<file path="config.mk">
export PLATFORM = sky130hd
export DESIGN_NAME = reg_file
export DESIGN_NICKNAME = d
export VERILOG_FILES = /design/src/hdl/cpu_pkg.sv /design/src/hdl/reg_file.sv
export SDC_FILE = /design/constraint.sdc
export NUM_CORES = 1
export LEC_CHECK = 0
export BUFFER_PORTS_ARGS = -buffer_cell sky130_fd_sc_hd__buf_2
export CAP_MARGIN = 10
export CORE_UTILIZATION = 35
export DETAILED_ROUTE_END_ITERATION = 8
export PLACE_DENSITY = 0.61
export SYNTH_ARGS = -nofsm -noshare
export SYNTH_HDL_FRONTEND = slang
export SYNTH_SLANG_ARGS = --single-unit
</file>
<file path="constraint.sdc">
create_clock -name clk -period 3.6 [get_ports clk]
set_input_delay 0.18 -clock clk [delete_from_list [all_inputs] [get_ports clk]]
set_output_delay 0.18 -clock clk [all_outputs]
set_load 0.05 [all_outputs]
</file>
<file path="src/hdl/cpu_pkg.sv">
`default_nettype none

package cpu_pkg;

    // ~~~~~~~~~~~~~~~~~~~~~~~~~~~~~~~~~~~~~~~~~~~~~~~~~~~~~~~~~~~~~~~~~~~~~~
    // widths and sizes
    // ~~~~~~~~~~~~~~~~~~~~~~~~~~~~~~~~~~~~~~~~~~~~~~~~~~~~~~~~~~~~~~~~~~~~~~
    localparam int WORD_W     = 32;
    localparam int ADDR_W     = 24;
    localparam int REG_AW     = 4;
    localparam int NUM_REGS   = 1 << REG_AW;
    localparam int IMEM_DEPTH = 1024;
    localparam int IMEM_AW    = $clog2(IMEM_DEPTH);

    typedef logic [WORD_W-1:0]  word_t;
    typedef logic [ADDR_W-1:0]  addr_t;
    typedef logic [REG_AW-1:0]  reg_idx_t;
    typedef logic [IMEM_AW-1:0] imem_idx_t;

    // ~~~~~~~~~~~~~~~~~~~~~~~~~~~~~~~~~~~~~~~~~~~~~~~~~~~~~~~~~~~~~~~~~~~~~~
    // instruction word layout
    //   [31:28] opcode   [27:24] rd   [23:20] rs   [19:16] rt
    //   [15:0]  signed immediate
    //   [23:0]  jump target, overlapping rs, rt and the immediate
    // ~~~~~~~~~~~~~~~~~~~~~~~~~~~~~~~~~~~~~~~~~~~~~~~~~~~~~~~~~~~~~~~~~~~~~~
    // opcodes 12 to 15 are unassigned and execute as no-ops
    typedef enum logic [3:0] {
        HALT  = 4'd0,
        ADD   = 4'd1,
        SUB   = 4'd2,
        AND   = 4'd3,
        OR    = 4'd4,
        XOR   = 4'd5,
        ADDI  = 4'd6,
        LUI   = 4'd7,
        LOAD  = 4'd8,
        STORE = 4'd9,
        BEQZ  = 4'd10,
        JUMP  = 4'd11
    } opcode_t;

    typedef enum logic [2:0] {
        IDLE,
        FETCH,
        DECODE,
        EXECUTE,
        MEMORY,
        WRITEBACK,
        HALTED
    } exec_state_t;

    function automatic opcode_t insn_opcode(input word_t insn);
        return opcode_t'(insn[31:28]);
    endfunction

    function automatic reg_idx_t insn_rd(input word_t insn);
        return insn[27:24];
    endfunction

    function automatic reg_idx_t insn_rs(input word_t insn);
        return insn[23:20];
    endfunction

    function automatic reg_idx_t insn_rt(input word_t insn);
        return insn[19:16];
    endfunction

    function automatic word_t insn_imm_sext(input word_t insn);
        return {{(WORD_W - 16){insn[15]}}, insn[15:0]};
    endfunction

    function automatic addr_t insn_target(input word_t insn);
        return insn[ADDR_W-1:0];
    endfunction

endpackage

`default_nettype wire

</file>
<file path="src/hdl/reg_file.sv">
`default_nettype none

module reg_file import cpu_pkg::*; (
    input  logic     clk,
    input  reg_idx_t rs_idx,
    input  reg_idx_t rt_idx,
    output word_t    rs_val,
    output word_t    rt_val,
    input  logic     rf_we,
    input  reg_idx_t rf_waddr,
    input  word_t    rf_wdata
);

    word_t regs [0:NUM_REGS-1];

    // ~~~~~~~~~~~~~~~~~~~~~~~~~~~~~~~~~~~~~~~~~~~~~~~~~~~~~~~~~~~~~~~~~~~~~~
    // write port
    // ~~~~~~~~~~~~~~~~~~~~~~~~~~~~~~~~~~~~~~~~~~~~~~~~~~~~~~~~~~~~~~~~~~~~~~
    // register 0 is never stored, the read side supplies its zero
    always_ff @(posedge clk) begin
        if (rf_we && rf_waddr != '0) begin
            regs[rf_waddr] <= rf_wdata;
        end
    end

    // ~~~~~~~~~~~~~~~~~~~~~~~~~~~~~~~~~~~~~~~~~~~~~~~~~~~~~~~~~~~~~~~~~~~~~~
    // read ports
    // ~~~~~~~~~~~~~~~~~~~~~~~~~~~~~~~~~~~~~~~~~~~~~~~~~~~~~~~~~~~~~~~~~~~~~~
    // write-back and decode fall in different cycles of the sequencer,
    // so a read never races a write to the same register
    always_ff @(posedge clk) begin
        if (rs_idx == '0) begin
            rs_val <= '0;
        end else begin
            rs_val <= regs[rs_idx];
        end
    end

    always_ff @(posedge clk) begin
        if (rt_idx == '0) begin
            rt_val <= '0;
        end else begin
            rt_val <= regs[rt_idx];
        end
    end

endmodule

`default_nettype wire

</file>
==> metrics, run 1 <==
crit path cell chain buf_2, nand3b_1, nor2_4, buf_4; final hold vios 0; Synth Register Bits 544; Arrival @ worst endpoint 1.93 ns; crit path capture type register; nets 1435; number of instances resized during post-cts repair 0; vias in the first global route 13600; CP peak stage delay 0.63 ns; Die ar. 67700 um2; Placement Rows 94; largest net degree at the start of global routing 68; Global Route Usage Sum 18.1%; worst rel slew slack 21.4%; CTS buffer count 54; minimum clock period 1.69 ns; pwr/cell area 517 nW/um2; setup TNS 0 ns; setup ws final 1.91 ns; Max Slew Vio Count 0; antenna violations before repair 2; CTS clock-pin slew for the worst setup and hold paths 0.06 ns; yosys warns 0; period utilisation layout 47.0%; slowest cell on the critical path nor2_4; Starting Density 35.4%; DRT Pass-1 Iters 5; mapped cell area 23300 um2; worst hold path class in -> reg; Synth Net Count 1288; clock sinks 544; worst slew pin tran 1.18 ns; CP Launch Type primary input; Clk pwr share 38.9%; ant diodes 0; CTS tree built; grt total ovfl 0; run status completed; synthesized area per cell 18.8 um2; first-pass GRT wire length 89.7 mm; reg2reg setup slack 2.12 ns; Setup Slack @ Placement 1.27 ns; Crit Path Category in -> reg; Worst VDD drop 0.366 mV; vias per cell 5.68; largest fanout on the critical path 21; number of port buffers 109; remaining antenna violation count 0; RSZ-0062 raised after global routing no; final setup vio count 0; Core Box Area 65900 um2; clk_skew 0.0184 ns; WL/cell 26.8 um; switching share of power 23.9%; Max Buffers Root-to-Sink 3; post-synthesis cell type count 33; Syn-to-layout area delta 16.0%; hpwl dp 36.1 mm; Cells after Synth 1242; CP Buf/Inv Count 2; Max-Cap Viols 0; initial DRC count 1118; switching pwr 3340 uW; H-tree depth 2; Worst Path Required 3.84 ns; die width 260 um; worst-skew pair later-pin latency 0.61 ns; Comb pwr share 10.0%; GPL Wtd Cong 0.774; Internal Pwr Total 10600 uW; chip height 260 um; share of cells above drive strength 1 34.3%; Reg power frac 51.1%; # IOs 110; Root Buffer clkbuf_16; DRC viols 0; routed wire length 61.5 mm; f_max 591 MHz; CP delay by family, top simple AND/OR/NAND/NOR gates; share of the yosys chip area belonging to registers 67.3%; Leak 0.00884 uW; Via Count 13000
==> cell usage after synthesis <==
cell type	number	area share, %
buf_4	17	0.55
a221oi_1	40	1.5
nor2b_1	2	0.054
nor2_1	42	0.68
nor3b_1	2	0.064
nand2b_1	4	0.11
mux2i_1	80	3.4
nor3_1	35	0.75
buf_2	25	0.54
o22ai_1	40	1.1
o21ai_1	1	0.021
a221o_1	23	0.99
buf_1	5	0.080
or2_2	2	0.054
and3b_1	1	0.038
a22oi_1	23	0.74
and2b_1	1	0.032
edfxtp_1	480	62
buf_12	1	0.086
nand3b_1	3	0.097
clkbuf_1	41	0.66
mux4_2	158	15
nand3_1	1	0.021
a21oi_1	47	1.0
mux2_2	79	3.8
mux4_1	3	0.34
buf_8	1	0.064
and2_1	1	0.027
nand2_1	4	0.064
dfxtp_1	64	5.5
a211oi_1	8	0.26
or3b_2	2	0.075
buf_6	6	0.29
==> per-stage QoR <==
stage                     util [%]  area, um2  power (uW)  hold slack (ns)  instances
after detailed placement      38.0      25000        8660            0.559       2164
final                         41.1      27100       14000           0.0816       2297
after CTS                     41.0      27000       14100           0.0410       2296
after global routing          41.1      27100       14400           0.0851       2297
after floorplan                  -      23300        8200            0.279       1242
after global placement        37.9      25000        8640            0.549       2162
==> cells by family (layout without fill, tap and decap cells) <==
logic type | after synthesis | in the layout | synth area share [%]
AO/OA/AOI/OAI | 182 | 182 | 5.59
buffers and inverters | 96 | 287 | 2.26
flip-flops | 544 | 544 | 67.3
multiplexers | 320 | 320 | 22.8
AND/OR/NAND/NOR | 100 | 100 | 2.06
==> path summary, 6_finish.rpt <==
check                              from                    end  cells past startpoint
setup / recovery            rf_waddr[3]  regs[7][19]$_DFFE_PP_                      4
hold / removal                rt_idx[2]   rt_val[8]$_SDFF_PN0_                      2
setup reg to reg  regs[2][21]$_DFFE_PP_  rt_val[21]$_SDFF_PN0_                      4
hold reg to reg    regs[2][0]$_DFFE_PP_   rs_val[0]$_SDFF_PN0_                      2
==> state kept, by name (all words and copies together) (netlist names) <==
signal  cells
rs_val     32
regs      480
rt_val     32
==> placed cells by master, fill, tap and decap left out, types with 2 or more instances in the layout <==
cell type / netlist / routed
clkinvlp_4: 0 / 4
mux4_2: 158 / 158
nand2b_1: 4 / 2
inv_6: 0 / 2
clkbuf_16: 0 / 54
a221o_1: 23 / 23
or3b_2: 2 / 2
mux2i_1: 80 / 80
nor3_2: 0 / 3
clkinv_2: 0 / 8
clkinv_1: 0 / 13
a22oi_1: 23 / 23
buf_2: 25 / 103
a21oi_1: 47 / 47
mux2_2: 79 / 79
edfxtp_1: 480 / 480
nor3_1: 35 / 32
dlygate4sd3_1: 0 / 32
mux4_1: 3 / 3
or2_2: 2 / 2
a211oi_1: 8 / 8
buf_12: 1 / 6
nor2_4: 0 / 12
clkbuf_1: 41 / 11
clkbuf_8: 0 / 2
a221oi_1: 40 / 40
nor3b_1: 2 / 2
nand3b_1: 3 / 3
nand2b_2: 0 / 2
o22ai_1: 40 / 40
buf_4: 17 / 42
nor2_1: 42 / 30
bufinv_16: 0 / 4
buf_16: 0 / 2
nand2_1: 4 / 4
dfxtp_1: 64 / 64
==> layout make-up <==
type	count	area, um2
Tap cell	864	1080
Fill cell	5876	38800
Clock inverter	33	282
Timing Repair Buffer	187	1350
Multi-Input combinational cell	602	7230
Sequential cell	544	15700
Clock buffer	67	1420
==> power by group through the flow <==
stage | registers [uW] | clock network (uW) | logic (uW)
after floorplan | 7550 | 0 | 650
after global placement | 7280 | 0 | 1360
after detailed placement | 7280 | 0 | 1380
after CTS | 7150 | 5550 | 1410
after global routing | 7170 | 5750 | 1470
final | 7150 | 5440 | 1400
==> routing by layer <==
layer / track usage (%) / vias to the layer above / wire (um)
li1: - / 5559 / -
met1: 24.3 / 6937 / 26000
met2: 30.3 / 452 / 30300
met3: 2.60 / 90 / 3700
met4: 5.98 / 4 / 1530
met5: 0 / - / 22
==> repair_timing <==
action / 4_1_cts / 5_1_grt
hold buffers: 32 / 0
buffers inserted: 0 / 0
hold endpoints to repair: 480 / 0
Note: power is estimated with default switching activity, not from simulation.
==> run 2, diff against run 1 <==
- PLACE_DENSITY: 0.61 -> 0.63
- clock period: 3.6 -> 1.5 ns (I/O delays scaled with it)
==> metrics, run 2 (synthesis gave the netlist of run 1 again) <==
share of cells above drive strength 1 38.8%; vias per cell 5.69; minimum clock period 1.43 ns; Largest Register regs; post-CTS setup buffers 0; Arrival @ worst endpoint 1.93 ns; DRT Pass-1 Iters 5; WL/cell 26.6 um; Worst Hold Depth 4; r2r endpoint rt_val[22]$_SDFF_PN0_; CP peak stage delay 0.47 ns; Die ar. 67700 um2; worst rel slew slack 67.4%; nets 1539; largest fanout on the critical path 2; max FFs per register 480; CP Launch Type register; remaining antenna violation count 0; fin cells 2402; CTS buffer count 56; setup ws final 0.0701 ns; reg2reg setup slack 0.07 ns; Layout Utilization 43.2%; CTS clock-pin slew for the worst setup and hold paths 0.06 ns; first-pass GRT wire length 93.0 mm; clock sinks 544; most frequent cells in the layout edfxtp_1, mux4_2, buf_2; slowest cell on the critical path mux4_2; antenna violations before repair 2; Via Count 13700; most common cell after layout, fill and taps aside edfxtp_1; Leak 0.00955 uW; f_max 699 MHz; RSZ-0062 raised after global routing no; Max-Cap Viols 0; Max Buffers Root-to-Sink 3; Core Box Area 65900 um2; Setup Slack @ Placement -0.172 ns; hpwl dp 40.1 mm; H-tree depth 2; chip height 260 um; Reg2Reg Depth 4; final hold vios 0; run status completed; # IOs 110; Max Slew Vio Count 0; Global Route Usage Sum 18.8%; reg2reg start regs[2][22]$_DFFE_PP_; worst-skew pair later-pin latency 0.64 ns; pwr/cell area 1210 nW/um2; final setup vio count 0; Root Buffer clkbuf_16; ant diodes 0; grt total ovfl 0; GPL Wtd Cong 0.789; dpl cell area 26300 um2; Syn-to-layout area delta 21.9%; initial DRC count 997; Placement Rows 94; Worst Path Required 2.00 ns; routed wire length 64.0 mm; Cells after DPL 2264; Worst VDD drop 0.796 mV; Hold EP rs_val[23]$_SDFF_PN0_; Starting Density 35.4%; crit path capture type register; design area 28400 um2; worst slew pin tran 0.489 ns; clk_skew 0.0288 ns; die width 260 um; period utilisation layout 95.3%; CTS tree built; Hold Path Origin rs_idx[0]; crit path cell chain mux4_2, and3b_1, a21oi_1, o21ai_1; number of port buffers 109; worst hold path class in -> reg; top flop regs regs: 480 flops, rs_val: 32 flops, rt_val: 32 flops; largest net degree at the start of global routing 35; vias in the first global route 14200; Crit Path Category reg -> reg; DRC viols 0
## run 2: cell types whose count changed in the layout (fill, tap and decap cells not counted), moves of 3 or more
cell / change
nor3_4: +3
clkbuf_8: +4
dlygate4sd3_1: +3
buf_4: +59
buf_12: +43
clkinv_1: -6
nor3_2: -3
clkbuf_1: +3
## run 2: through the flow
step	setup TNS (ns)	hold WS, ns	power (uW)
5_1_grt	0	0.116	35400
6_report	0	0.0888	34300
2_1_floorplan	-38.59	0.174	19700
3_5_place_dp	-2.21	0.445	21100
4_1_cts	0	0.0668	34600
3_3_place_gp	-2.16	0.439	21100
## run 2: worst max-delay path, delay by kind of cell (launching register included)
family,cells,cell delay [ns]
compound gates,2,0.24
flops,1,0.42
mux,1,0.47
simple gates,1,0.18
## run 2: routing by layer
layer	part of all wire [%]	track usage (%)	vias to the layer above	wire (um)
li1	-	-	5784	-
met5	0.038	0	-	24
met2	50	31.6	538	31700
met3	6.4	3.23	96	4100
met1	42	25.2	7241	26700
met4	2.2	5.05	4	1440
## run 2: where the power goes
part | internal, uW | switching, uW | leakage (uW) | total (uW)
Combinational | 1450 | 2250 | 0.00380 | 3700
Clock | 7580 | 5900 | 0.000873 | 13500
Sequential | 16900 | 215 | 0.00488 | 17200
Total | 26000 | 8370 | 0.00955 | 34300
## run 2: how the worst max path moves through the flow
stage,from,to,slack [ns],cells past startpoint
5_1_grt,regs[6][17]$_DFFE_PP_,rt_val[17]$_SDFF_PN0_,0.03,3
4_1_cts,rs_val[2]$_SDFF_PN0_,rs_val[2],0.03,1
3_5_place_dp,rt_idx[0],rt_val[28]$_SDFF_PN0_,-0.17,6
3_3_place_gp,rt_idx[0],rt_val[28]$_SDFF_PN0_,-0.17,6
6_report,regs[2][22]$_DFFE_PP_,rt_val[22]$_SDFF_PN0_,0.07,4
2_1_floorplan,rf_waddr[2],regs[10][0]$_DFFE_PP_,-0.17,2
## run 2: timing repair
action	4_1_cts	5_1_grt
setup endpoints to repair	0	1
endpoints found under the hold margin	488	0
gates resized for setup	0	2
hold buffers	35	0
## run 2: area by class of cell
cell class / count / area (um2)
flip-flops and latches: 544 / 15700
multi-input cells: 602 / 7260
repair buffers: 289 / 2630
clock inverters: 27 / 248
fillers: 5747 / 37400
well taps: 864 / 1080
clock buffers: 76 / 1540
