===== src/hdl/cpu_pkg.sv =====
`default_nettype none

package cpu_pkg;

    // ~~~~~~~~~~~~~~~~~~~~~~~~~~~~~~~~~~~~~~~~~~~~~~~~~~~~~~~~~~~~~~~~~~~~~~
    // widths and sizes
    // ~~~~~~~~~~~~~~~~~~~~~~~~~~~~~~~~~~~~~~~~~~~~~~~~~~~~~~~~~~~~~~~~~~~~~~
    localparam int WORD_W     = 32;
    localparam int ADDR_W     = 24;
    localparam int REG_AW     = 4;
    localparam int NUM_REGS   = 1 << REG_AW;
    localparam int IMEM_DEPTH = 1024;
    localparam int IMEM_AW    = $clog2(IMEM_DEPTH);

    typedef logic [WORD_W-1:0]  word_t;
    typedef logic [ADDR_W-1:0]  addr_t;
    typedef logic [REG_AW-1:0]  reg_idx_t;
    typedef logic [IMEM_AW-1:0] imem_idx_t;

    // ~~~~~~~~~~~~~~~~~~~~~~~~~~~~~~~~~~~~~~~~~~~~~~~~~~~~~~~~~~~~~~~~~~~~~~
    // instruction word layout
    //   [31:28] opcode   [27:24] rd   [23:20] rs   [19:16] rt
    //   [15:0]  signed immediate
    //   [23:0]  jump target, overlapping rs, rt and the immediate
    // ~~~~~~~~~~~~~~~~~~~~~~~~~~~~~~~~~~~~~~~~~~~~~~~~~~~~~~~~~~~~~~~~~~~~~~
    // opcodes 12 to 15 are unassigned and execute as no-ops
    typedef enum logic [3:0] {
        HALT  = 4'd0,
        ADD   = 4'd1,
        SUB   = 4'd2,
        AND   = 4'd3,
        OR    = 4'd4,
        XOR   = 4'd5,
        ADDI  = 4'd6,
        LUI   = 4'd7,
        LOAD  = 4'd8,
        STORE = 4'd9,
        BEQZ  = 4'd10,
        JUMP  = 4'd11
    } opcode_t;

    typedef enum logic [2:0] {
        IDLE,
        FETCH,
        DECODE,
        EXECUTE,
        MEMORY,
        WRITEBACK,
        HALTED
    } exec_state_t;

    function automatic opcode_t insn_opcode(input word_t insn);
        return opcode_t'(insn[31:28]);
    endfunction

    function automatic reg_idx_t insn_rd(input word_t insn);
        return insn[27:24];
    endfunction

    function automatic reg_idx_t insn_rs(input word_t insn);
        return insn[23:20];
    endfunction

    function automatic reg_idx_t insn_rt(input word_t insn);
        return insn[19:16];
    endfunction

    function automatic word_t insn_imm_sext(input word_t insn);
        return {{(WORD_W - 16){insn[15]}}, insn[15:0]};
    endfunction

    function automatic addr_t insn_target(input word_t insn);
        return insn[ADDR_W-1:0];
    endfunction

endpackage

`default_nettype wire


===== src/hdl/alu.sv =====
`default_nettype none

module alu import cpu_pkg::*; (
    input  word_t insn,
    input  word_t rs_val,
    input  word_t rt_val,
    input  addr_t pc,
    output word_t alu_result,
    output addr_t mem_addr,
    output logic  branch_taken,
    output addr_t branch_target
);

    opcode_t op;
    word_t   imm;
    word_t   eff_addr;
    addr_t   seq_pc;
    addr_t   rel_target;

    assign op  = insn_opcode(insn);
    assign imm = insn_imm_sext(insn);

    // loads and stores share the rs plus offset address
    assign eff_addr = rs_val + imm;
    assign mem_addr = eff_addr[ADDR_W-1:0];

    assign seq_pc     = pc + addr_t'(1);
    assign rel_target = seq_pc + imm[ADDR_W-1:0];

    always_comb begin
        case (op)
            ADD:     alu_result = rs_val + rt_val;
            SUB:     alu_result = rs_val - rt_val;
            AND:     alu_result = rs_val & rt_val;
            OR:      alu_result = rs_val | rt_val;
            XOR:     alu_result = rs_val ^ rt_val;
            ADDI:    alu_result = rs_val + imm;
            LUI:     alu_result = {insn[15:0], 16'h0000};
            default: alu_result = '0;
        endcase
    end

    // branch decision, the target is only used when taken
    always_comb begin
        branch_taken  = 1'b0;
        branch_target = seq_pc;
        case (op)
            BEQZ: begin
                branch_taken  = (rs_val == '0);
                branch_target = rel_target;
            end
            JUMP: begin
                branch_taken  = 1'b1;
                branch_target = insn_target(insn);
            end
            default: ;
        endcase
    end

endmodule

`default_nettype wire


===== config.mk =====
export PLATFORM = sky130hd
export DESIGN_NAME = alu
export DESIGN_NICKNAME = d
export VERILOG_FILES = /design/src/hdl/cpu_pkg.sv /design/src/hdl/alu.sv
export SDC_FILE = /design/constraint.sdc
export NUM_CORES = 1
export LEC_CHECK = 0
export BUFFER_PORTS_ARGS = -buffer_cell sky130_fd_sc_hd__buf_2
export CAP_MARGIN = 10
export CORE_MARGIN = 3
export CORE_UTILIZATION = 30
export DETAILED_ROUTE_END_ITERATION = 10
export PLACE_DENSITY_LB_ADDON = 0.15
export SYNTH_ARGS = -nofsm -noshare
export SYNTH_HDL_FRONTEND = slang
export SYNTH_SLANG_ARGS = --single-unit

===== constraint.sdc =====
create_clock -name vclk -period 4.7
set_input_delay 0.235 -clock vclk [all_inputs]
set_output_delay 0.235 -clock vclk [all_outputs]
set_load 0.05 [all_outputs]

==> results of run 1 <==
final cells by class:
| class | count | area (sq um) | share of cell area |
|---|---|---|---|
| Inverter | 90 | 338 | 0.0360 |
| Tap cell | 324 | 405 | 0.0432 |
| Timing Repair Buffer | 244 | 1380 | 0.147 |
| Multi-Input combinational cell | 946 | 7260 | 0.774 |
logic make-up (layout without fill, tap and decap cells):
group,after synthesis,count (layout),share of synthesized area
AO/OA/AOI/OAI,392,392,0.342
AND/OR/NAND/NOR,272,272,0.189
multiplexers,8,8,0.0105
XOR/XNOR,120,120,0.138
buffers and inverters,130,334,0.0641
adder cells (fa/ha/maj),154,154,0.256
worst min path at each step:
stage	from	endpoint	slack [ns]
after floorplan	pc[22]	branch_target[22]	0.83
after global placement	insn[18]	branch_target[18]	0.91
after detailed placement	insn[18]	branch_target[18]	0.91
after CTS	insn[18]	branch_target[18]	0.92
after global routing	insn[18]	branch_target[18]	0.94
final	insn[18]	branch_target[18]	0.91
what timing repair did:
action	CTS	global route
endpoints found under the setup margin	3	9
setup buffers	1	2
resized for setup	9	31
pin swaps	2	6
hold buffers	0	0
worst max-delay path, delay by kind of cell:
kind	cells	cell delay [ns]
buf+inv	4	0.56
compound gates	8	1.61
simple gates	5	1.50
xor+xnor	1	0.16
fa+ha+maj	1	0.32
cells in the mapped netlist, types with 8 or more instances:
library cell,count,area share
and3_1,22,0.018
a21o_1,32,0.032
inv_1,90,0.044
nor3_1,13,0.0085
mux2i_1,8,0.011
a31oi_1,17,0.014
a21oi_1,84,0.055
o21ai_0,102,0.067
o211ai_1,10,0.0099
clkbuf_1,37,0.018
and2_1,12,0.0099
nand2b_1,16,0.013
nand4_1,11,0.0090
xor2_1,46,0.053
o21a_1,8,0.0079
a222oi_1,15,0.020
a22oi_1,31,0.031
nand2_1,62,0.031
a221o_1,19,0.025
nand3_1,26,0.017
nor4_1,13,0.011
nor2_1,51,0.025
xnor2_1,74,0.085
ha_1,151,0.25
nor2b_1,10,0.0082
cells in the final DEF, fill, tap and decap left out, types with 7 or more instances in the layout:
cell type  instances
a22oi_1           31
and2_1            11
a221o_1           19
o21ai_0           99
ha_1             151
xor2_1            46
and3_1            20
mux2i_1            8
buf_4             49
nor4_1            13
a21oi_1           82
nor3_1            12
o211ai_1          10
nand2b_1          16
xnor2_1           74
nand3b_1           7
nor2b_1           10
and4_1             7
a21o_1            32
nor2_1            51
o21a_1             8
nand2_1           62
a222oi_1          15
buf_2            189
a31oi_1           16
o21bai_1           7
inv_1             90
nand4_1           11
nand3_1           24
metal layers:
metal	global-route usage	up-vias	part of all wire
met3	0.0170	26	0.048
met5	0	-	0.00068
met4	0.0227	4	0.013
met2	0.362	247	0.46
li1	-	4443	-
met1	0.296	4140	0.47
power groups by stage:
stage | clock (mW) | sequential (mW) | combinational (mW)
after floorplan | 0 | 0 | 1.08
after global placement | 0 | 0 | 1.52
after detailed placement | 0 | 0 | 1.53
after CTS | 0 | 0 | 1.54
after global routing | 0 | 0 | 1.70
final | 0 | 0 | 1.57
==> results.tsv, run 1 <==
stage	metric	value	unit
final_layout	seq_cells	0	
placed_design	dpl cells	1601	
floorplanning	Die Area	0.0273	sq mm
power	peak supply drop	91.4	uV
placed_design	buffers added on ports	197	
grt	initial antenna violation count	2	
synth	Avg Synthesized Cell Area	7.08	sq um
worst_setup_path	Worst Path Required	4.47	ns
sta	FMAX	0.216	GHz
grt	global-route wire length before repair	45700	um
grt	GRT Residual Overflow	0	
power	Net Sw Frac	0.660	
run	Max-Cap Viols	0	
floorplanning	io pins	201	
worst_setup_path	Worst path slowest cell	or4_4	
power	switching power	1.04	mW
sta	clock period minus final worst setup slack	4.64	ns
synth	synth unique cells	62	
run_status	status	finished clean	
route	Iteration-0 DRC Markers	630	
synth	Post-Syn Area	0.00761	sq mm
power	Pwr per Cell Area	167	mW/mm^2
final_layout	Final Util	0.381	
worst_setup_path	crit-path max FO	3	
worst_setup_path	max incr delay on CP	0.53	ns
power	combinational share of power	1.000	
power	Sequential Power Share	0	
power	clock network fraction of design power	0	
placed_design	Post-DP Area	0.00920	sq mm
synth	Mapped Cells	1076	
final_layout	Seq. cell area	0	sq um
sta	Final Cycle Share	0.987	
worst_hold_path	Worst Hold Class	input port to output port	
sta	Slew Viols, Final	0	
worst_setup_path	Setup CP Type	input port to output port	
worst_setup_path	crit end category	output port	
floorplanning	die height	165	um
sta	worst rel slew slack	0.335	
sta	hold slack	0.915	ns
route	final wirelength	30700	um
route	DRC Markers	0	
worst_setup_path	Worst setup endpoint	alu_result[25]	
floorplanning	initial core utilization	0.309	
final_layout	clkbuf count	0	
placed_design	DP HPWL	25600	um
grt	number of global-route vias before repair	8213	
synth	sequential-to-total area share from yosys stat	0	
final_layout	share of layout cells above drive strength 1	0.218	
power	total power	1.57	mW
floorplanning	core box area	0.0246	sq mm
route	antenna-violating nets left	0	
final_layout	fin cells	1604	
synth	Warnings, synthesis	0	
worst_setup_path	Critical path origin	rt_val[9]	
worst_setup_path	Setup crit start kind	input port	
placed_design	dpl ws	-0.0662	ns
worst_hold_path	hold path depth	4	
route	DR vias/cell	5.52	
route	DR WL/cell	19.2	um
power	design internal power	535	uW
final_layout	antenna cell count	0	
route	number of detailed-route iterations in the first pass	5	
final_layout	Layout area overhead	23.2	%
final_layout	fillers	2694	
floorplanning	chip width	165	um
route	via count	8860	
final_layout	Final Cell Area	0.00938	sq mm
worst_setup_path	CP Cell Sequence	buf_6 > or4_4 > or4_4 > or3_4 > nor2_4 > a41oi_2 > xnor2_1 > ha_1 > buf_4 > a21boi_2 > a311oi_4 > a2bb2oi_2 > o211ai_1 > buf_4 > a31o_2 > nand2_1 > o22ai_1 > a221o_1 > buf_6	
sta	TNS Setup	0	ns
placed_design	global placer's final weighted congestion	0.934	
floorplanning	row count	57	
sta	final hold vios	0	
sta	final setup violation count	0	
sta	slew at the pin closest to its max-slew limit	0.995	ns
grt	largest net degree at the start of global routing	33	
final_layout	nets	1556	
sta	RSZ-0062 raised after global routing	yes	
power	Lkg Pwr	4.61	nW
synth	syn_nets	1350	
sta	post-route setup slack	0.0627	ns
grt	GRT Total Usage	0.210	
worst_setup_path	CP arrival	4.40	ns
Note: power is estimated with default switching activity, not from simulation.
==> inputs of run 2 (changes only) <==
- CORE_MARGIN: 3 -> 2
- CORE_UTILIZATION: 30 -> 57
==> run 2 against run 1 <==
Effect of this change: the flow now finishes with violations (setup timing); critical path depth did not move; maximum frequency is 1.4% lower; first-iteration DRC count is 22% higher; die area fell by 48%; sequential share of layout area is the same; largest power group unchanged; clock-buffer cell count stayed put.
==> results.tsv, run 2 (synthesized netlist as in run 1, its figures left out) <==
stage	metric	value	unit	change
run_status	status	finished, violations left		
run_status	violated checks	setup timing		
power	Net Sw Frac	0.661		+0.00121
final_layout	Seq. cell area	0	sq um	unchanged
power	Lkg Pwr	4.52	nW	-2.0%
sta	worst rel slew slack	0.173		-0.162
sta	hold slack	0.899	ns	-0.0156 ns
sta	Slew Viols, Final	0		unchanged
route	final wirelength	25600	um	-17%
floorplanning	row count	42		-26%
final_layout	Layout area overhead	18.6	%	
final_layout	antenna cell count	0		unchanged
worst_setup_path	Worst Path Required	4.47	ns	about the same
sta	final setup violation count	1		+1
grt	largest net degree at the start of global routing	33		unchanged
run	Max-Cap Viols	0		unchanged
power	total power	1.51	mW	-3.6%
final_layout	most frequent cells in the layout	190 x buf_2, 150 x ha_1, 99 x o21ai_0		
sta	FMAX	0.213	GHz	-1.4%
final_layout	most common cell after layout, fill and taps aside	buf_2		
power	design internal power	514	uW	-4.0%
power	Sequential Power Share	0		unchanged
final_layout	Final Cell Area	0.00903	sq mm	-3.7%
floorplanning	initial core utilization	0.580		+0.270
final_layout	share of layout cells above drive strength 1	0.203		-0.0148
worst_setup_path	Setup crit start kind	input port		
floorplanning	die height	120	um	-28%
sta	slew at the pin closest to its max-slew limit	1.24	ns	+0.241 ns
grt	GRT Total Usage	0.337		+0.126
floorplanning	io pins	201		unchanged
final_layout	nets	1536		-1.3%
route	DRC Markers	0		unchanged
power	peak supply drop	119	uV	+30%
placed_design	buffers added on ports	197		unchanged
route	number of detailed-route iterations in the first pass	7		+2
route	via count	9002		+1.6%
route	DR vias/cell	6.27		+13%
final_layout	seq_cells	0		unchanged
route	Iteration-0 DRC Markers	768		+22%
worst_hold_path	Worst Hold Class	input port to output port		
worst_hold_path	hold path depth	4		unchanged
worst_setup_path	Setup CP Type	input port to output port		
sta	TNS Setup	-0.00514	ns	-0.00514 ns
grt	GRT Residual Overflow	0		unchanged
sta	final hold vios	0		unchanged
final_layout	clkbuf count	0		unchanged
floorplanning	chip width	120	um	-28%
power	clock network fraction of design power	0		unchanged
sta	post-route setup slack	-0.00514	ns	-0.0678 ns
worst_setup_path	crit end category	output port		
power	Pwr per Cell Area	168	mW/mm^2	about the same
worst_setup_path	CP arrival	4.47	ns	+0.07 ns
floorplanning	Die Area	0.0143	sq mm	-48%
placed_design	Post-DP Area	0.00887	sq mm	-3.6%
placed_design	global placer's final weighted congestion	0.973		+4.2%
route	antenna-violating nets left	0		unchanged
route	DR WL/cell	17.8	um	-6.9%
sta	Final Cycle Share	1.00		+0.0144
worst_hold_path	worst hold start	insn[18]		
grt	initial antenna violation count	1		-1
power	switching power	1.00	mW	-3.4%
placed_design	DP HPWL	20800	um	-19%
grt	number of global-route vias before repair	8043		-2.1%
final_layout	Multi-input gate area	0.00724	sq mm	-0.24%
final_layout	fillers	1239		-54%
sta	clock period minus final worst setup slack	4.71	ns	+0.0678 ns
power	combinational share of power	1.000		about the same
floorplanning	core box area	0.0131	sq mm	-47%
worst_setup_path	crit-path max FO	4		+1
sta	RSZ-0062 raised after global routing	yes		
grt	global-route wire length before repair	39900	um	-13%
worst_hold_path	Hold Path End	branch_target[18]		
## run 2: cell count changes in the layout (fill, tap and decap cells not counted), sizes merged
cell	change
buf	-20
## run 2: power by group through the flow
stage / registers, mW / clock network (mW) / logic [mW]
CTS: 0 / 0 / 1.47
global placement: 0 / 0 / 1.44
floorplan: 0 / 0 / 1.08
global route: 0 / 0 / 1.63
detailed placement: 0 / 0 / 1.46
finish: 0 / 0 / 1.51
## run 2: worst max-delay path, cell delays in order
cell and delay [ns]:
buf_6 0.10, or4_4 0.54, or4_4 0.43, or3_4 0.37, nor2_4 0.16, buf_6 0.12, a21oi_4 0.05, xnor2_2 0.14
ha_1 0.35, and3_4 0.21, and3_4 0.19, nor3b_4 0.20, nand3_1 0.12, o211ai_1 0.31, and2_1 0.27, a21oi_1 0.10
xor2_1 0.15, o21ai_1 0.17, clkbuf_4 0.28
## run 2: through the flow
stage / util / instances / setup WS (ns)
after floorplan: - / 1076 / 0.111
after global placement: 0.675 / 1433 / 0.0406
after detailed placement: 0.675 / 1433 / -0.0400
after CTS: 0.676 / 1433 / 0.00104
after global routing: 0.688 / 1436 / -0.145
final: 0.688 / 1436 / -0.00514
## run 2: worst max path at each step
stage / from / endpoint / slack (ns) / cells after the start
floorplan: rt_val[9] / alu_result[21] / 0.11 / 14
global placement: rt_val[9] / alu_result[27] / 0.04 / 19
detailed placement: rt_val[9] / alu_result[31] / -0.04 / 18
CTS: rt_val[9] / alu_result[25] / 0.001 / 18
global route: rt_val[9] / alu_result[29] / -0.15 / 19
finish: rt_val[9] / alu_result[27] / -0.005 / 19
## run 2: cell type report
class | count | area share
inverter | 90 | 0.0374
timing repair buffer | 224 | 0.136
tap | 176 | 0.0244
multi-input combinational | 946 | 0.802
## run 2: timing repair
action / 4_1_cts / 5_1_grt
endpoints found under the setup margin: 4 / 8
resized for setup: 3 / 32
setup buffers: 0 / 3
hold buffers: 0 / 0
pin swaps: 2 / 13
## run 2: metal layers
metal	up-vias	routed length, um	global-route usage
met1	4155	11300	0.470
met3	41	2110	0.0261
met5	-	13	0
met4	2	532	0.0772
li1	4413	-	-
met2	391	11700	0.565
