## config.mk

```make
export PLATFORM = sky130hd
export DESIGN_NAME = exec_unit
export DESIGN_NICKNAME = d
export VERILOG_FILES = /design/src/hdl/cpu_pkg.sv /design/src/hdl/exec_unit.sv
export SDC_FILE = /design/constraint.sdc
export NUM_CORES = 1
export LEC_CHECK = 0
export ABC_AREA = 1
export BUFFER_PORTS_ARGS = -buffer_cell sky130_fd_sc_hd__buf_2
export CAP_MARGIN = 0
export CORE_AREA = 2 2 133 135
export CTS_CLUSTER_SIZE = 8
export DETAILED_ROUTE_END_ITERATION = 8
export DIE_AREA = 0 0 135 137
export HOLD_SLACK_MARGIN = 0.03
export REMOVE_ABC_BUFFERS = 1
export SYNTH_ARGS = -nofsm -noshare
export SYNTH_HDL_FRONTEND = slang
export SYNTH_SLANG_ARGS = --single-unit
```

## constraint.sdc

```tcl
create_clock -name clk -period 3.3 [get_ports clk]
set_input_delay 0.165 -clock clk [delete_from_list [all_inputs] [get_ports clk]]
set_output_delay 0.165 -clock clk [all_outputs]
set_load 0.02 [all_outputs]
```

## src/hdl/cpu_pkg.sv

```systemverilog
`default_nettype none

package cpu_pkg;

    // ~~~~~~~~~~~~~~~~~~~~~~~~~~~~~~~~~~~~~~~~~~~~~~~~~~~~~~~~~~~~~~~~~~~~~~
    // widths and sizes
    // ~~~~~~~~~~~~~~~~~~~~~~~~~~~~~~~~~~~~~~~~~~~~~~~~~~~~~~~~~~~~~~~~~~~~~~
    localparam int WORD_W     = 32;
    localparam int ADDR_W     = 24;
    localparam int REG_AW     = 4;
    localparam int NUM_REGS   = 1 << REG_AW;
    localparam int IMEM_DEPTH = 1024;
    localparam int IMEM_AW    = $clog2(IMEM_DEPTH);

    typedef logic [WORD_W-1:0]  word_t;
    typedef logic [ADDR_W-1:0]  addr_t;
    typedef logic [REG_AW-1:0]  reg_idx_t;
    typedef logic [IMEM_AW-1:0] imem_idx_t;

    // ~~~~~~~~~~~~~~~~~~~~~~~~~~~~~~~~~~~~~~~~~~~~~~~~~~~~~~~~~~~~~~~~~~~~~~
    // instruction word layout
    //   [31:28] opcode   [27:24] rd   [23:20] rs   [19:16] rt
    //   [15:0]  signed immediate
    //   [23:0]  jump target, overlapping rs, rt and the immediate
    // ~~~~~~~~~~~~~~~~~~~~~~~~~~~~~~~~~~~~~~~~~~~~~~~~~~~~~~~~~~~~~~~~~~~~~~
    // opcodes 12 to 15 are unassigned and execute as no-ops
    typedef enum logic [3:0] {
        HALT  = 4'd0,
        ADD   = 4'd1,
        SUB   = 4'd2,
        AND   = 4'd3,
        OR    = 4'd4,
        XOR   = 4'd5,
        ADDI  = 4'd6,
        LUI   = 4'd7,
        LOAD  = 4'd8,
        STORE = 4'd9,
        BEQZ  = 4'd10,
        JUMP  = 4'd11
    } opcode_t;

    typedef enum logic [2:0] {
        IDLE,
        FETCH,
        DECODE,
        EXECUTE,
        MEMORY,
        WRITEBACK,
        HALTED
    } exec_state_t;

    function automatic opcode_t insn_opcode(input word_t insn);
        return opcode_t'(insn[31:28]);
    endfunction

    function automatic reg_idx_t insn_rd(input word_t insn);
        return insn[27:24];
    endfunction

    function automatic reg_idx_t insn_rs(input word_t insn);
        return insn[23:20];
    endfunction

    function automatic reg_idx_t insn_rt(input word_t insn);
        return insn[19:16];
    endfunction

    function automatic word_t insn_imm_sext(input word_t insn);
        return {{(WORD_W - 16){insn[15]}}, insn[15:0]};
    endfunction

    function automatic addr_t insn_target(input word_t insn);
        return insn[ADDR_W-1:0];
    endfunction

endpackage

`default_nettype wire

```

## src/hdl/exec_unit.sv

```systemverilog
`default_nettype none

module exec_unit import cpu_pkg::*; (
    input  logic      clk,
    input  logic      rst_n,
    input  logic      run,
    output imem_idx_t imem_addr,
    input  word_t     imem_rdata,
    output word_t     insn,
    input  word_t     alu_result,
    input  addr_t     mem_addr,
    input  logic      branch_taken,
    input  addr_t     branch_target,
    output addr_t     pc,
    output logic      rf_we,
    output reg_idx_t  rf_waddr,
    output word_t     rf_wdata,
    output logic      dbus_en,
    output logic      dbus_rw,
    output addr_t     dbus_addr,
    output word_t     dbus_wdata,
    input  word_t     dbus_rdata,
    input  word_t     rt_val,
    output logic      halted
);

    exec_state_t state;
    exec_state_t state_nxt;
    opcode_t     op;
    logic        op_alu;
    logic        op_mem;
    logic        insn_done;
    addr_t       pc_nxt;

    assign op = insn_opcode(insn);

    // ~~~~~~~~~~~~~~~~~~~~~~~~~~~~~~~~~~~~~~~~~~~~~~~~~~~~~~~~~~~~~~~~~~~~~~
    // opcode classes
    // ~~~~~~~~~~~~~~~~~~~~~~~~~~~~~~~~~~~~~~~~~~~~~~~~~~~~~~~~~~~~~~~~~~~~~~
    always_comb begin
        op_alu = 1'b0;
        op_mem = 1'b0;
        case (op)
            ADD, SUB, AND, OR, XOR, ADDI, LUI: op_alu = 1'b1;
            LOAD, STORE:                       op_mem = 1'b1;
            default: ;
        endcase
    end

    // ~~~~~~~~~~~~~~~~~~~~~~~~~~~~~~~~~~~~~~~~~~~~~~~~~~~~~~~~~~~~~~~~~~~~~~
    // sequencer
    // ~~~~~~~~~~~~~~~~~~~~~~~~~~~~~~~~~~~~~~~~~~~~~~~~~~~~~~~~~~~~~~~~~~~~~~
    always_comb begin
        state_nxt = state;
        case (state)
            IDLE: begin
                if (run) begin
                    state_nxt = FETCH;
                end
            end
            FETCH: begin
                state_nxt = DECODE;
            end
            DECODE: begin
                state_nxt = EXECUTE;
            end
            EXECUTE: begin
                if (op == HALT) begin
                    state_nxt = HALTED;
                end else if (op_mem) begin
                    state_nxt = MEMORY;
                end else if (op_alu) begin
                    state_nxt = WRITEBACK;
                end else begin
                    // branches, jumps and undefined opcodes end here
                    state_nxt = FETCH;
                end
            end
            MEMORY: begin
                if (op == LOAD) begin
                    state_nxt = WRITEBACK;
                end else begin
                    state_nxt = FETCH;
                end
            end
            WRITEBACK: begin
                state_nxt = FETCH;
            end
            HALTED: begin
                state_nxt = HALTED;
            end
            default: begin
                state_nxt = IDLE;
            end
        endcase
    end

    // an instruction retires whenever the sequencer returns to FETCH
    assign insn_done = (state != IDLE) && (state_nxt == FETCH);

    // the alu only reports taken for BEQZ and JUMP
    assign pc_nxt = branch_taken ? branch_target : pc + addr_t'(1);

    always_ff @(posedge clk) begin
        if (!rst_n) begin
            state <= IDLE;
            pc    <= '0;
        end else begin
            state <= state_nxt;
            if (insn_done) begin
                pc <= pc_nxt;
            end
        end
    end

    // imem_rdata holds the fetched word during DECODE
    always_ff @(posedge clk) begin
        if (state == DECODE) begin
            insn <= imem_rdata;
        end
    end

    // ~~~~~~~~~~~~~~~~~~~~~~~~~~~~~~~~~~~~~~~~~~~~~~~~~~~~~~~~~~~~~~~~~~~~~~
    // fetch, write-back and data bus
    // ~~~~~~~~~~~~~~~~~~~~~~~~~~~~~~~~~~~~~~~~~~~~~~~~~~~~~~~~~~~~~~~~~~~~~~
    assign imem_addr = pc[IMEM_AW-1:0];

    assign rf_we    = (state == WRITEBACK);
    assign rf_waddr = insn_rd(insn);

    // load data arrives the cycle after the MEMORY request, which is WRITEBACK
    assign rf_wdata = (op == LOAD) ? dbus_rdata : alu_result;

    assign dbus_en    = (state == MEMORY);
    assign dbus_rw    = (op == STORE);
    assign dbus_addr  = mem_addr;
    assign dbus_wdata = rt_val;

    assign halted = (state == HALTED);

endmodule

`default_nettype wire

```

==> results of run 1 <==
==> what timing repair did <==
action,in CTS,in global routing
hold buffers,32,0
endpoints found under the hold margin,32,0
buffers inserted,0,0
==> logic make-up (layout without fill, tap and decap cells) <==
family | Yosys count | after routing | synth area share
flip-flops | 59 | 59 | 0.370
AND/OR/NAND/NOR | 402 | 402 | 0.404
AO/OA/AOI/OAI | 17 | 17 | 0.0219
multiplexers | 1 | 1 | 0.00247
adder cells (fa/ha/maj) | 1 | 1 | 0.00309
buffers and inverters | 137 | 329 | 0.196
XOR/XNOR | 1 | 1 | 0.00216
==> power by group <==
group          leakage [nW]  internal [mW]  switching [mW]  total [mW]
logic                  2.24          0.229           0.381       0.610
registers             0.514          0.843          0.0664       0.909
clock network         0.147          0.596           0.375       0.971
total                  2.90           1.67           0.822        2.49
==> cell usage after synthesis, types with 2 or more instances <==
master    number  share of area
o21ai_0       11          0.014
edfxtp_1      32           0.24
nor2_2         3         0.0046
nand2_1      254           0.24
nand2_2        2         0.0031
a21oi_1        4         0.0049
dfxtp_1       27           0.13
nand3_2        2         0.0049
inv_1         47          0.044
clkbuf_1      13          0.012
nand4_1        8          0.012
buf_2          3         0.0037
inv_2          2         0.0019
and3_1         4         0.0062
buf_6          2         0.0056
buf_4         70           0.13
nor2_1        89          0.082
nand3_1       35          0.043
nor3_1         2         0.0025
==> layout by cell type (no fill, tap or decap), drive strengths merged <==
| master | instances |
|---|---|
| nand2 | 256 |
| buf | 232 |
| nor2 | 93 |
| inv | 53 |
| nand3 | 38 |
| dlygate4sd3 | 32 |
| edfxtp | 32 |
| dfxtp | 27 |
| o21ai | 11 |
| clkbuf | 9 |
| nand4 | 8 |
| a21oi | 4 |
| and3 | 4 |
| nor3 | 2 |
| o211ai | 1 |
| nand3b | 1 |
| a31oi | 1 |
| xor2 | 1 |
| mux2i | 1 |
| ha | 1 |
| bufinv | 1 |
| clkinvlp | 1 |
| clkinv | 1 |
==> sequential cells by signal (all words and copies together), names as in the netlist <==
register and cells:
pc 24, state 3, insn 32
==> final cells by class <==
class	count	area [sq um]
Inverter	49	184
Fill cell	1830	11500
Sequential cell	59	1500
Clock inverter	7	81.3
Timing Repair Buffer	264	1490
Multi-Input combinational cell	422	1760
Tap cell	225	282
Clock buffer	9	225
==> worst max-delay path, delay by kind of cell (launching register included) <==
kind,cells,cell delay [ns]
flops,1,0.43
buf+inv,4,1.06
simple gates,4,0.45
==> how the worst max path moves through the flow <==
stage                    to  slack (ns)  cells past startpoint
2_1_floorplan       insn[0]        0.92                      4
3_3_place_gp          pc[0]        1.22                      8
3_5_place_dp    rf_wdata[4]        1.20                      8
4_1_cts         rf_wdata[4]        0.83                      8
5_1_grt        rf_wdata[18]        0.64                      8
6_report        rf_wdata[4]        0.86                      8
==> per-stage QoR <==
step,hold slack (ns),setup slack [ns]
after floorplan,0.263,0.918
after global placement,0.330,1.22
after detailed placement,0.330,1.20
after CTS,0.135,0.829
after global routing,0.169,0.645
final,0.138,0.855
==> metal layers <==
metal,track usage,vias up
li1,-,2225
met1,0.170,1914
met2,0.400,299
met3,0.154,26
met4,0.0903,2
met5,0.0472,-
==> impl_metrics.json, run 1 <==
{
  "cts_tree": "yes",
  "fin_cells": 1035,
  "r2r_cells": 8,
  "synth_seq_cells": 59,
  "synthesis.area_sq_um": 4050,
  "grt_antenna_before_repair": 0,
  "place_area_sq_um": 4890,
  "cp.required_ns": 3.13,
  "cts-resized-gates": 0,
  "grt_first_pass_wirelength_um": 27600,
  "finalSetupViolCount": 0,
  "synth.avg_cell_area_sq_um": 6.56,
  "synthFlopType": "edfxtp_1",
  "grt_max_degree": 38,
  "synth_edf_count": 32,
  "dr.pass1.iters": 4,
  "ys_seq_area_frac": 0.370,
  "fin_util": 0.324,
  "rows": 48,
  "antenna_left": 0,
  "hold_depth": 5,
  "dr_wl_met3_um": 3240,
  "drv_slew": 0,
  "die_area_sq_um": 18500,
  "nets": 986,
  "worst-path-max-fanout": 33,
  "slowest_stage": "inv_1",
  "end_kind": "output pin",
  "hp-class": "in -> reg",
  "rsz0062_at_grt": "no",
  "io_pins": 342,
  "path_class": "reg -> out",
  "diodes": 0,
  "start_util": 0.238,
  "clockBufferDepth": 2,
  "synth.distinct_cells": 27,
  "finalHoldViolCount": 0,
  "r2r-start": "insn[29]",
  "cp_common_cell": "nand2_1",
  "maxCapViolCount": 0,
  "dp_cells": 987,
  "slew_headroom": 0.403,
  "highest_layer": "met5",
  "final_layout_size_suffix_gt1_frac": 0.321,
  "wirelength_um": 20600,
  "tightest_slew_ns": 0.895,
  "fp.dieH_um": 137,
  "skew_ns": 0.00926,
  "fin_crit_ns": 2.44,
  "yosysWarnings": 0,
  "numClockSinks": 59,
  "setup_tns_ns": 0,
  "gp_congestion": 0.877,
  "final_cell_area_sq_um": 5520,
  "cp-startpoint": "insn[29]",
  "vdd_drop_max_uv": 238,
  "via_count": 4466,
  "max_stage_delay_ns": 0.49,
  "grt_overflow": 0,
  "crit_path_start_kind": "flip-flop",
  "async_flop_share": 0,
  "min_to": "pc[17]",
  "status": "complete, no violations",
  "core_sq_um": 17100,
  "r2r_slack_ns": 1.19,
  "numCtsBuffers": 9,
  "root_buffer": "clkbuf_16",
  "first_iter_violations": 211,
  "cp_cell_sequence": "inv_1 -> nand2_1 -> nor2_2 -> buf_4 -> inv_1 -> nand2_1 -> nand2_1 -> buf_2",
  "p_leak_nw": 2.90,
  "clk_pin_slew_ns": 0.06,
  "power_mw": 2.49,
  "drt-met1-wl_um": 6040,
  "reg2reg_to": "pc[23]",
  "power.density_nw_per_um2": 451,
  "wl_per_cell_um": 19.9,
  "place_hpwl_um": 17000,
  "drc_errors": 0,
  "die_width_um": 135,
  "crit_arrival_ns": 2.28,
  "grt.total_usage": 0.216,
  "grt_pass1_vias": 4082,
  "hp-start": "branch_target[17]",
  "clock_latency_ns": 0.34,
  "synth_cells": 618,
  "fmax_ghz": 0.409,
  "timing.final.crit_share": 0.741,
  "portBuffers": 229,
  "area_growth_pct": 36.2,
  "wl_met2_um": 10500,
  "vias_per_cell": 4.31,
  "h-tree-depth": 3
}
Note: power is estimated with default switching activity, not from simulation.
==> inputs of run 2 (changes only) <==
--- a/config.mk
+++ b/config.mk
@@ -8,10 +8,10 @@
 export ABC_AREA = 1
 export BUFFER_PORTS_ARGS = -buffer_cell sky130_fd_sc_hd__buf_2
 export CAP_MARGIN = 0
-export CORE_AREA = 2 2 133 135
+export CORE_AREA = 2 2 132 134
 export CTS_CLUSTER_SIZE = 8
 export DETAILED_ROUTE_END_ITERATION = 8
-export DIE_AREA = 0 0 135 137
+export DIE_AREA = 0 0 134 136
 export HOLD_SLACK_MARGIN = 0.03
 export REMOVE_ABC_BUFFERS = 1
 export SYNTH_ARGS = -nofsm -noshare
==> constraint.sdc (replaced) <==
create_clock -name clk -period 2 [get_ports clk]
set_input_delay 0.1 -clock clk [delete_from_list [all_inputs] [get_ports clk]]
set_output_delay 0.1 -clock clk [all_outputs]
set_load 0.02 [all_outputs]
==> run 2 against run 1 <==
Against the previous run: count of clock-buffer cells in the layout stayed put; flip-flop and latch count stayed put; sequential power is 66% higher; critical path depth is 1 lower; power is 66% higher; largest power group unchanged; register-to-register slack worse by 0.92 ns; combinational power is 67% higher; largest cell class unchanged; cell count is 0.77% higher.
==> impl_metrics.json, run 2 (synthesis gave the netlist of run 1 again) <==
{
  "wl_per_cell_um": 19.9,
  "cts_setup_buffers": 0,
  "grtUsageMet2": 0.365,
  "vdd_drop_max_uv": 370,
  "root_buffer": "clkbuf_16",
  "clock_latency_ns": 0.34,
  "worst-path-max-fanout": 32,
  "grt_max_degree": 38,
  "crit_arrival_ns": 1.79,
  "grt_overflow": 0,
  "io_pins": 342,
  "clockBufferDepth": 2,
  "grt_busiest_layer": "met2",
  "cp-startpoint": "insn[28]",
  "hp-start": "branch_target[18]",
  "holdWs_ns": 0.0834,
  "wirelength_um": 20700,
  "dp_cells": 995,
  "vias_per_cell": 4.33,
  "rows": 48,
  "fp.dieH_um": 136,
  "cts_tree": "yes",
  "antenna_left": 0,
  "use_met3": 0.161,
  "maxCapViolCount": 0,
  "grt_pass1_vias": 4006,
  "slew_headroom": 0.643,
  "reg_top3": "insn (32), pc (24), state (3)",
  "status": "complete, no violations",
  "final_layout_size_suffix_gt1_frac": 0.329,
  "power.density_nw_per_um2": 740,
  "finalSetupViolCount": 0,
  "grt_first_pass_wirelength_um": 27500,
  "dr.pass1.iters": 5,
  "fin_cells": 1043,
  "place_hpwl_um": 17200,
  "start_util": 0.240,
  "clk_pin_slew_ns": 0.06,
  "diodes": 0,
  "h-tree-depth": 3,
  "portBuffers": 229,
  "die_width_um": 134,
  "fillers": 1834,
  "regMostFlops": "insn",
  "core_sq_um": 16900,
  "grt_antenna_before_repair": 0,
  "met1_usage": 0.173,
  "gp_congestion": 0.901,
  "die_area_sq_um": 18200,
  "timing.final.crit_share": 0.943,
  "end_kind": "output pin",
  "path_class": "reg -> out",
  "nets": 994,
  "first_iter_violations": 229,
  "drc_errors": 0,
  "rsz0062_at_grt": "yes",
  "finalHoldViolCount": 0,
  "area_growth_pct": 38.1,
  "p_leak_nw": 2.95,
  "crit_path_start_kind": "flip-flop",
  "numClockSinks": 59,
  "cp.required_ns": 1.90,
  "setup_tns_ns": 0,
  "grt.total_usage": 0.219,
  "drv_slew": 0,
  "numCtsBuffers": 9,
  "r2r-start": "insn[30]",
  "r2r_slack_ns": 0.27,
  "via_count": 4513,
  "skew_ns": 0.00811,
  "tightest_slew_ns": 0.536,
  "final_common_cell": "nand2_1",
  "largest_register_ffs": 32,
  "layout_common_cells": "nand2_1 (254), buf_2 (229), nor2_1 (88), inv_1 (47), nand3_1 (35)",
  "fin_crit_ns": 1.89,
  "hp-class": "in -> reg",
  "fmax_ghz": 0.530
}
run 2: routing by layer:
layer / up-vias / wire length (um)
li1: 2239 / -
met1: 1945 / 6110
met2: 289 / 9640
met3: 36 / 3330
met4: 4 / 1480
met5: - / 172
run 2: what timing repair did:
item,CTS,global route
gates resized for setup,0,2
endpoints found under the hold margin,32,0
setup endpoints to repair,0,9
hold buffers,32,0
run 2: worst max-delay path: stages (launching register included):
cell      delay (ns)
edfxtp_1        0.41
inv_1           0.09
nand2_1         0.06
nor2_2          0.20
buf_6           0.27
nand2_1         0.15
nand2_1         0.09
buf_2           0.16
run 2: worst paths after layout:
path / endpoint / cells after the start
max: rf_wdata[16] / 7
min reg2reg: pc[23] / 4
min: pc[18] / 5
max reg2reg: pc[17] / 10
run 2: area by class of cell:
class | count | area [sq um] | share of cell area
multi-input combinational | 422 | 1760 | 0.314
sequential | 59 | 1500 | 0.268
timing repair buffer | 272 | 1570 | 0.280
clock buffer | 9 | 225 | 0.0402
tap | 225 | 282 | 0.0503
inverter | 49 | 184 | 0.0329
clock inverter | 7 | 81.3 | 0.0145
run 2: stage by stage:
| stage | area (sq um) | setup WS (ns) | power (mW) | utilization |
|---|---|---|---|---|
| 2_1_floorplan | 3440 | -0.382 | 2.07 | - |
| 3_3_place_gp | 4970 | 0.304 | 2.50 | 0.294 |
| 3_5_place_dp | 4970 | 0.278 | 2.51 | 0.294 |
| 4_1_cts | 5590 | 0.00289 | 4.19 | 0.331 |
| 5_1_grt | 5600 | -0.0436 | 4.36 | 0.332 |
| 6_report | 5600 | 0.114 | 4.14 | 0.332 |
run 2: power breakdown:
group / internal (mW) / switching, mW
Sequential: 1.39 / 0.114
Clock: 0.986 / 0.631
Combinational: 0.393 / 0.629
==> inputs of run 3 (changes only) <==
--- a/config.mk
+++ b/config.mk
@@ -5,13 +5,12 @@
 export SDC_FILE = /design/constraint.sdc
 export NUM_CORES = 1
 export LEC_CHECK = 0
-export ABC_AREA = 1
 export BUFFER_PORTS_ARGS = -buffer_cell sky130_fd_sc_hd__buf_2
 export CAP_MARGIN = 0
-export CORE_AREA = 2 2 132 134
+export CORE_AREA = 2 2 131 133
 export CTS_CLUSTER_SIZE = 8
 export DETAILED_ROUTE_END_ITERATION = 8
-export DIE_AREA = 0 0 134 136
+export DIE_AREA = 0 0 133 135
 export HOLD_SLACK_MARGIN = 0.03
 export REMOVE_ABC_BUFFERS = 1
 export SYNTH_ARGS = -nofsm -noshare
==> run 3 against run 2 <==
Against the previous run: first-iteration DRC count down 36%; fmax down 1.6%; sequential share of layout area up 1.1 points; flip-flop and latch count unchanged; design area down 4.0%; power down 15%; worst setup slack worse by 0.031 ns; critical path depth down 2; utilization down 0.43 points; largest cell class is now buffers; largest power group unchanged.
==> impl_metrics.json, run 3 <==
{
  "synthFlopType": "edfxtp_1",
  "max_stage_delay_ns": 0.59,
  "die_width_um": 133,
  "slowest_stage": "or4b_4",
  "cts_setup_buffers": 0,
  "root_buffer": "clkbuf_16",
  "wirelength_um": 15300,
  "vias_per_cell": 4.52,
  "finalHoldViolCount": 0,
  "hp-start": "branch_target[0]",
  "end_kind": "output pin",
  "setup_tns_ns": 0,
  "slew_headroom": 0.640,
  "clk_pin_slew_ns": 0.05,
  "cts_tree": "yes",
  "async_flop_share": 0,
  "r2r-start": "insn[28]",
  "synthTopCellsByArea": "edfxtp_1 (26%), dfxtp_1 (15%), buf_4 (14%)",
  "ys_seq_area_frac": 0.409,
  "start_util": 0.224,
  "synth_cells": 451,
  "final_common_cell": "buf_2",
  "drv_slew": 0,
  "wl_per_cell_um": 17.2,
  "skew_ns": 0.00660,
  "portBuffers": 229,
  "hp-class": "in -> reg",
  "rows": 47,
  "first_iter_violations": 147,
  "largest_register_ffs": 32,
  "clockBufferDepth": 2,
  "cp_cell_sequence": "or4b_4 -> buf_8 -> nand2_1 -> nand2_1 -> buf_2",
  "yosys.area.top_type": "edfxtp_1",
  "cp.buffers_inverters": 2,
  "via_count": 4003,
  "vdd_drop_max_uv": 356,
  "crit_path_start_kind": "flip-flop",
  "crit_arrival_ns": 1.82,
  "numClockSinks": 59,
  "synth.avg_cell_area_sq_um": 8.14,
  "reg_top3": "insn (32), pc (24), state (3)",
  "grt.total_usage": 0.159,
  "regMostFlops": "insn",
  "fin_crit_ns": 1.92,
  "netlist_top_cells_count": "nand2_1 (127), buf_4 (70), edfxtp_1 (32)",
  "finalSetupViolCount": 0,
  "io_pins": 342,
  "yosysWarnings": 0,
  "place_hpwl_um": 11800,
  "fp.dieH_um": 135,
  "r2r_cells": 6,
  "layout_common_cells": "buf_2 (229), nand2_1 (127), dlygate4sd3_1 (32), edfxtp_1 (32), nor2_1 (28)",
  "dp_cells": 837,
  "timing.final.crit_share": 0.958,
  "worst-path-max-fanout": 32,
  "grt_antenna_before_repair": 0,
  "status": "complete, no violations",
  "synth_seq_cells": 59,
  "tightest_slew_ns": 0.535,
  "h-tree-depth": 3,
  "p_leak_nw": 2.54,
  "synth.most_common_cell": "nand2_1",
  "drc_errors": 0,
  "cp.required_ns": 1.90,
  "grt_overflow": 0,
  "synth.distinct_cells": 49,
  "diodes": 0,
  "rsz0062_at_grt": "no",
  "r2r_slack_ns": 0.10,
  "crit_family": "simple AND/OR/NAND/NOR gates",
  "fmax_ghz": 0.522,
  "die_area_sq_um": 18000,
  "power.density_nw_per_um2": 655,
  "numCtsBuffers": 9,
  "path_class": "reg -> out",
  "synth_top_area_frac": 0.262,
  "dr.pass1.iters": 6,
  "core_sq_um": 16400,
  "synthesis.area_sq_um": 3670,
  "grt_first_pass_wirelength_um": 21300,
  "gp_congestion": 0.783,
  "area_growth_pct": 46.4,
  "synth_edf_count": 32,
  "final_layout_size_suffix_gt1_frac": 0.423,
  "antenna_left": 0,
  "fin_cells": 886,
  "min_to": "pc[0]",
  "grt_pass1_vias": 3588,
  "maxCapViolCount": 0,
  "nets": 842,
  "reg2reg_to": "pc[9]",
  "fillers": 1769,
  "cp_common_cell": "nand2_1",
  "hold_depth": 3,
  "clock_latency_ns": 0.33,
  "grt_max_degree": 34
}
run 3: changes by cell type after synthesis, sizes merged, moves of 4 or more:
cell / before / now
clkbuf: 13 / 17
a21oi: 4 / 23
nor2: 93 / 30
o21ai: 11 / 21
and2: 0 / 7
nor3: 2 / 6
nand2: 256 / 127
a32o: 0 / 4
a31oi: 1 / 7
a22o: 0 / 5
o31ai: 0 / 5
inv: 49 / 4
nand3: 38 / 10
run 3: metal layers:
metal,wire length (um),vias up,global-route usage
li1,-,1909,-
met1,5440,1786,0.163
met2,6610,279,0.234
met3,2830,25,0.131
met4,246,4,0.0544
met5,155,-,0.0861
run 3: power breakdown:
part           internal (mW)  switching [mW]  total (mW)
clock network          0.945           0.532        1.48
registers               1.35          0.0247        1.37
logic                  0.290           0.376       0.666
run 3: worst min-delay path, stage by stage:
cell	delay, ns
buf_2	0.11
nand3_1	0.07
a31oi_1	0.08
run 3: repair_timing:
item                                   4_1_cts  5_1_grt
hold buffers                                32        0
setup endpoints to repair                   32        3
gates cloned                                 0        1
endpoints found under the hold margin       32        0
resized for setup                            2        4
run 3: through the flow:
step | hold WS (ns) | worst slack, ns | instance area (sq um) | util | power (mW)
floorplan | 0.199 | -0.844 | 3040 | - | 1.69
global placement | 0.200 | 0.0772 | 4720 | 0.288 | 2.01
detailed placement | 0.200 | 0.0554 | 4720 | 0.288 | 2.01
CTS | 0.0822 | 0.0253 | 5330 | 0.325 | 3.57
finish | 0.0989 | 0.0833 | 5370 | 0.327 | 3.52
global route | 0.107 | 0.00736 | 5370 | 0.327 | 3.68
run 3: area by class of cell:
cell class | count | area [sq um] | share of cell area
repair buffers | 291 | 1750 | 0.327
inverters | 4 | 15.0 | 0.00280
well taps | 220 | 275 | 0.0512
clock inverters | 7 | 58.8 | 0.0109
multi-input cells | 296 | 1540 | 0.287
clock buffers | 9 | 225 | 0.0419
flip-flops and latches | 59 | 1500 | 0.280
run 3: worst max-delay path by stage:
stage	start	cells past startpoint	slack, ns	to
floorplan	insn[31]	5	-0.84	pc[11]
CTS	insn[28]	5	0.03	rf_wdata[7]
global placement	insn[28]	5	0.08	pc[17]
finish	insn[28]	5	0.08	rf_wdata[7]
detailed placement	insn[28]	5	0.06	pc[17]
global route	insn[29]	5	0.007	rf_wdata[14]
run 3: logic make-up after synthesis:
kind of cell    share of synthesized area
mux                               0.00818
simple gates                        0.251
compound gates                      0.153
fa+ha+maj                         0.00341
flops                               0.409
buf+inv                             0.175
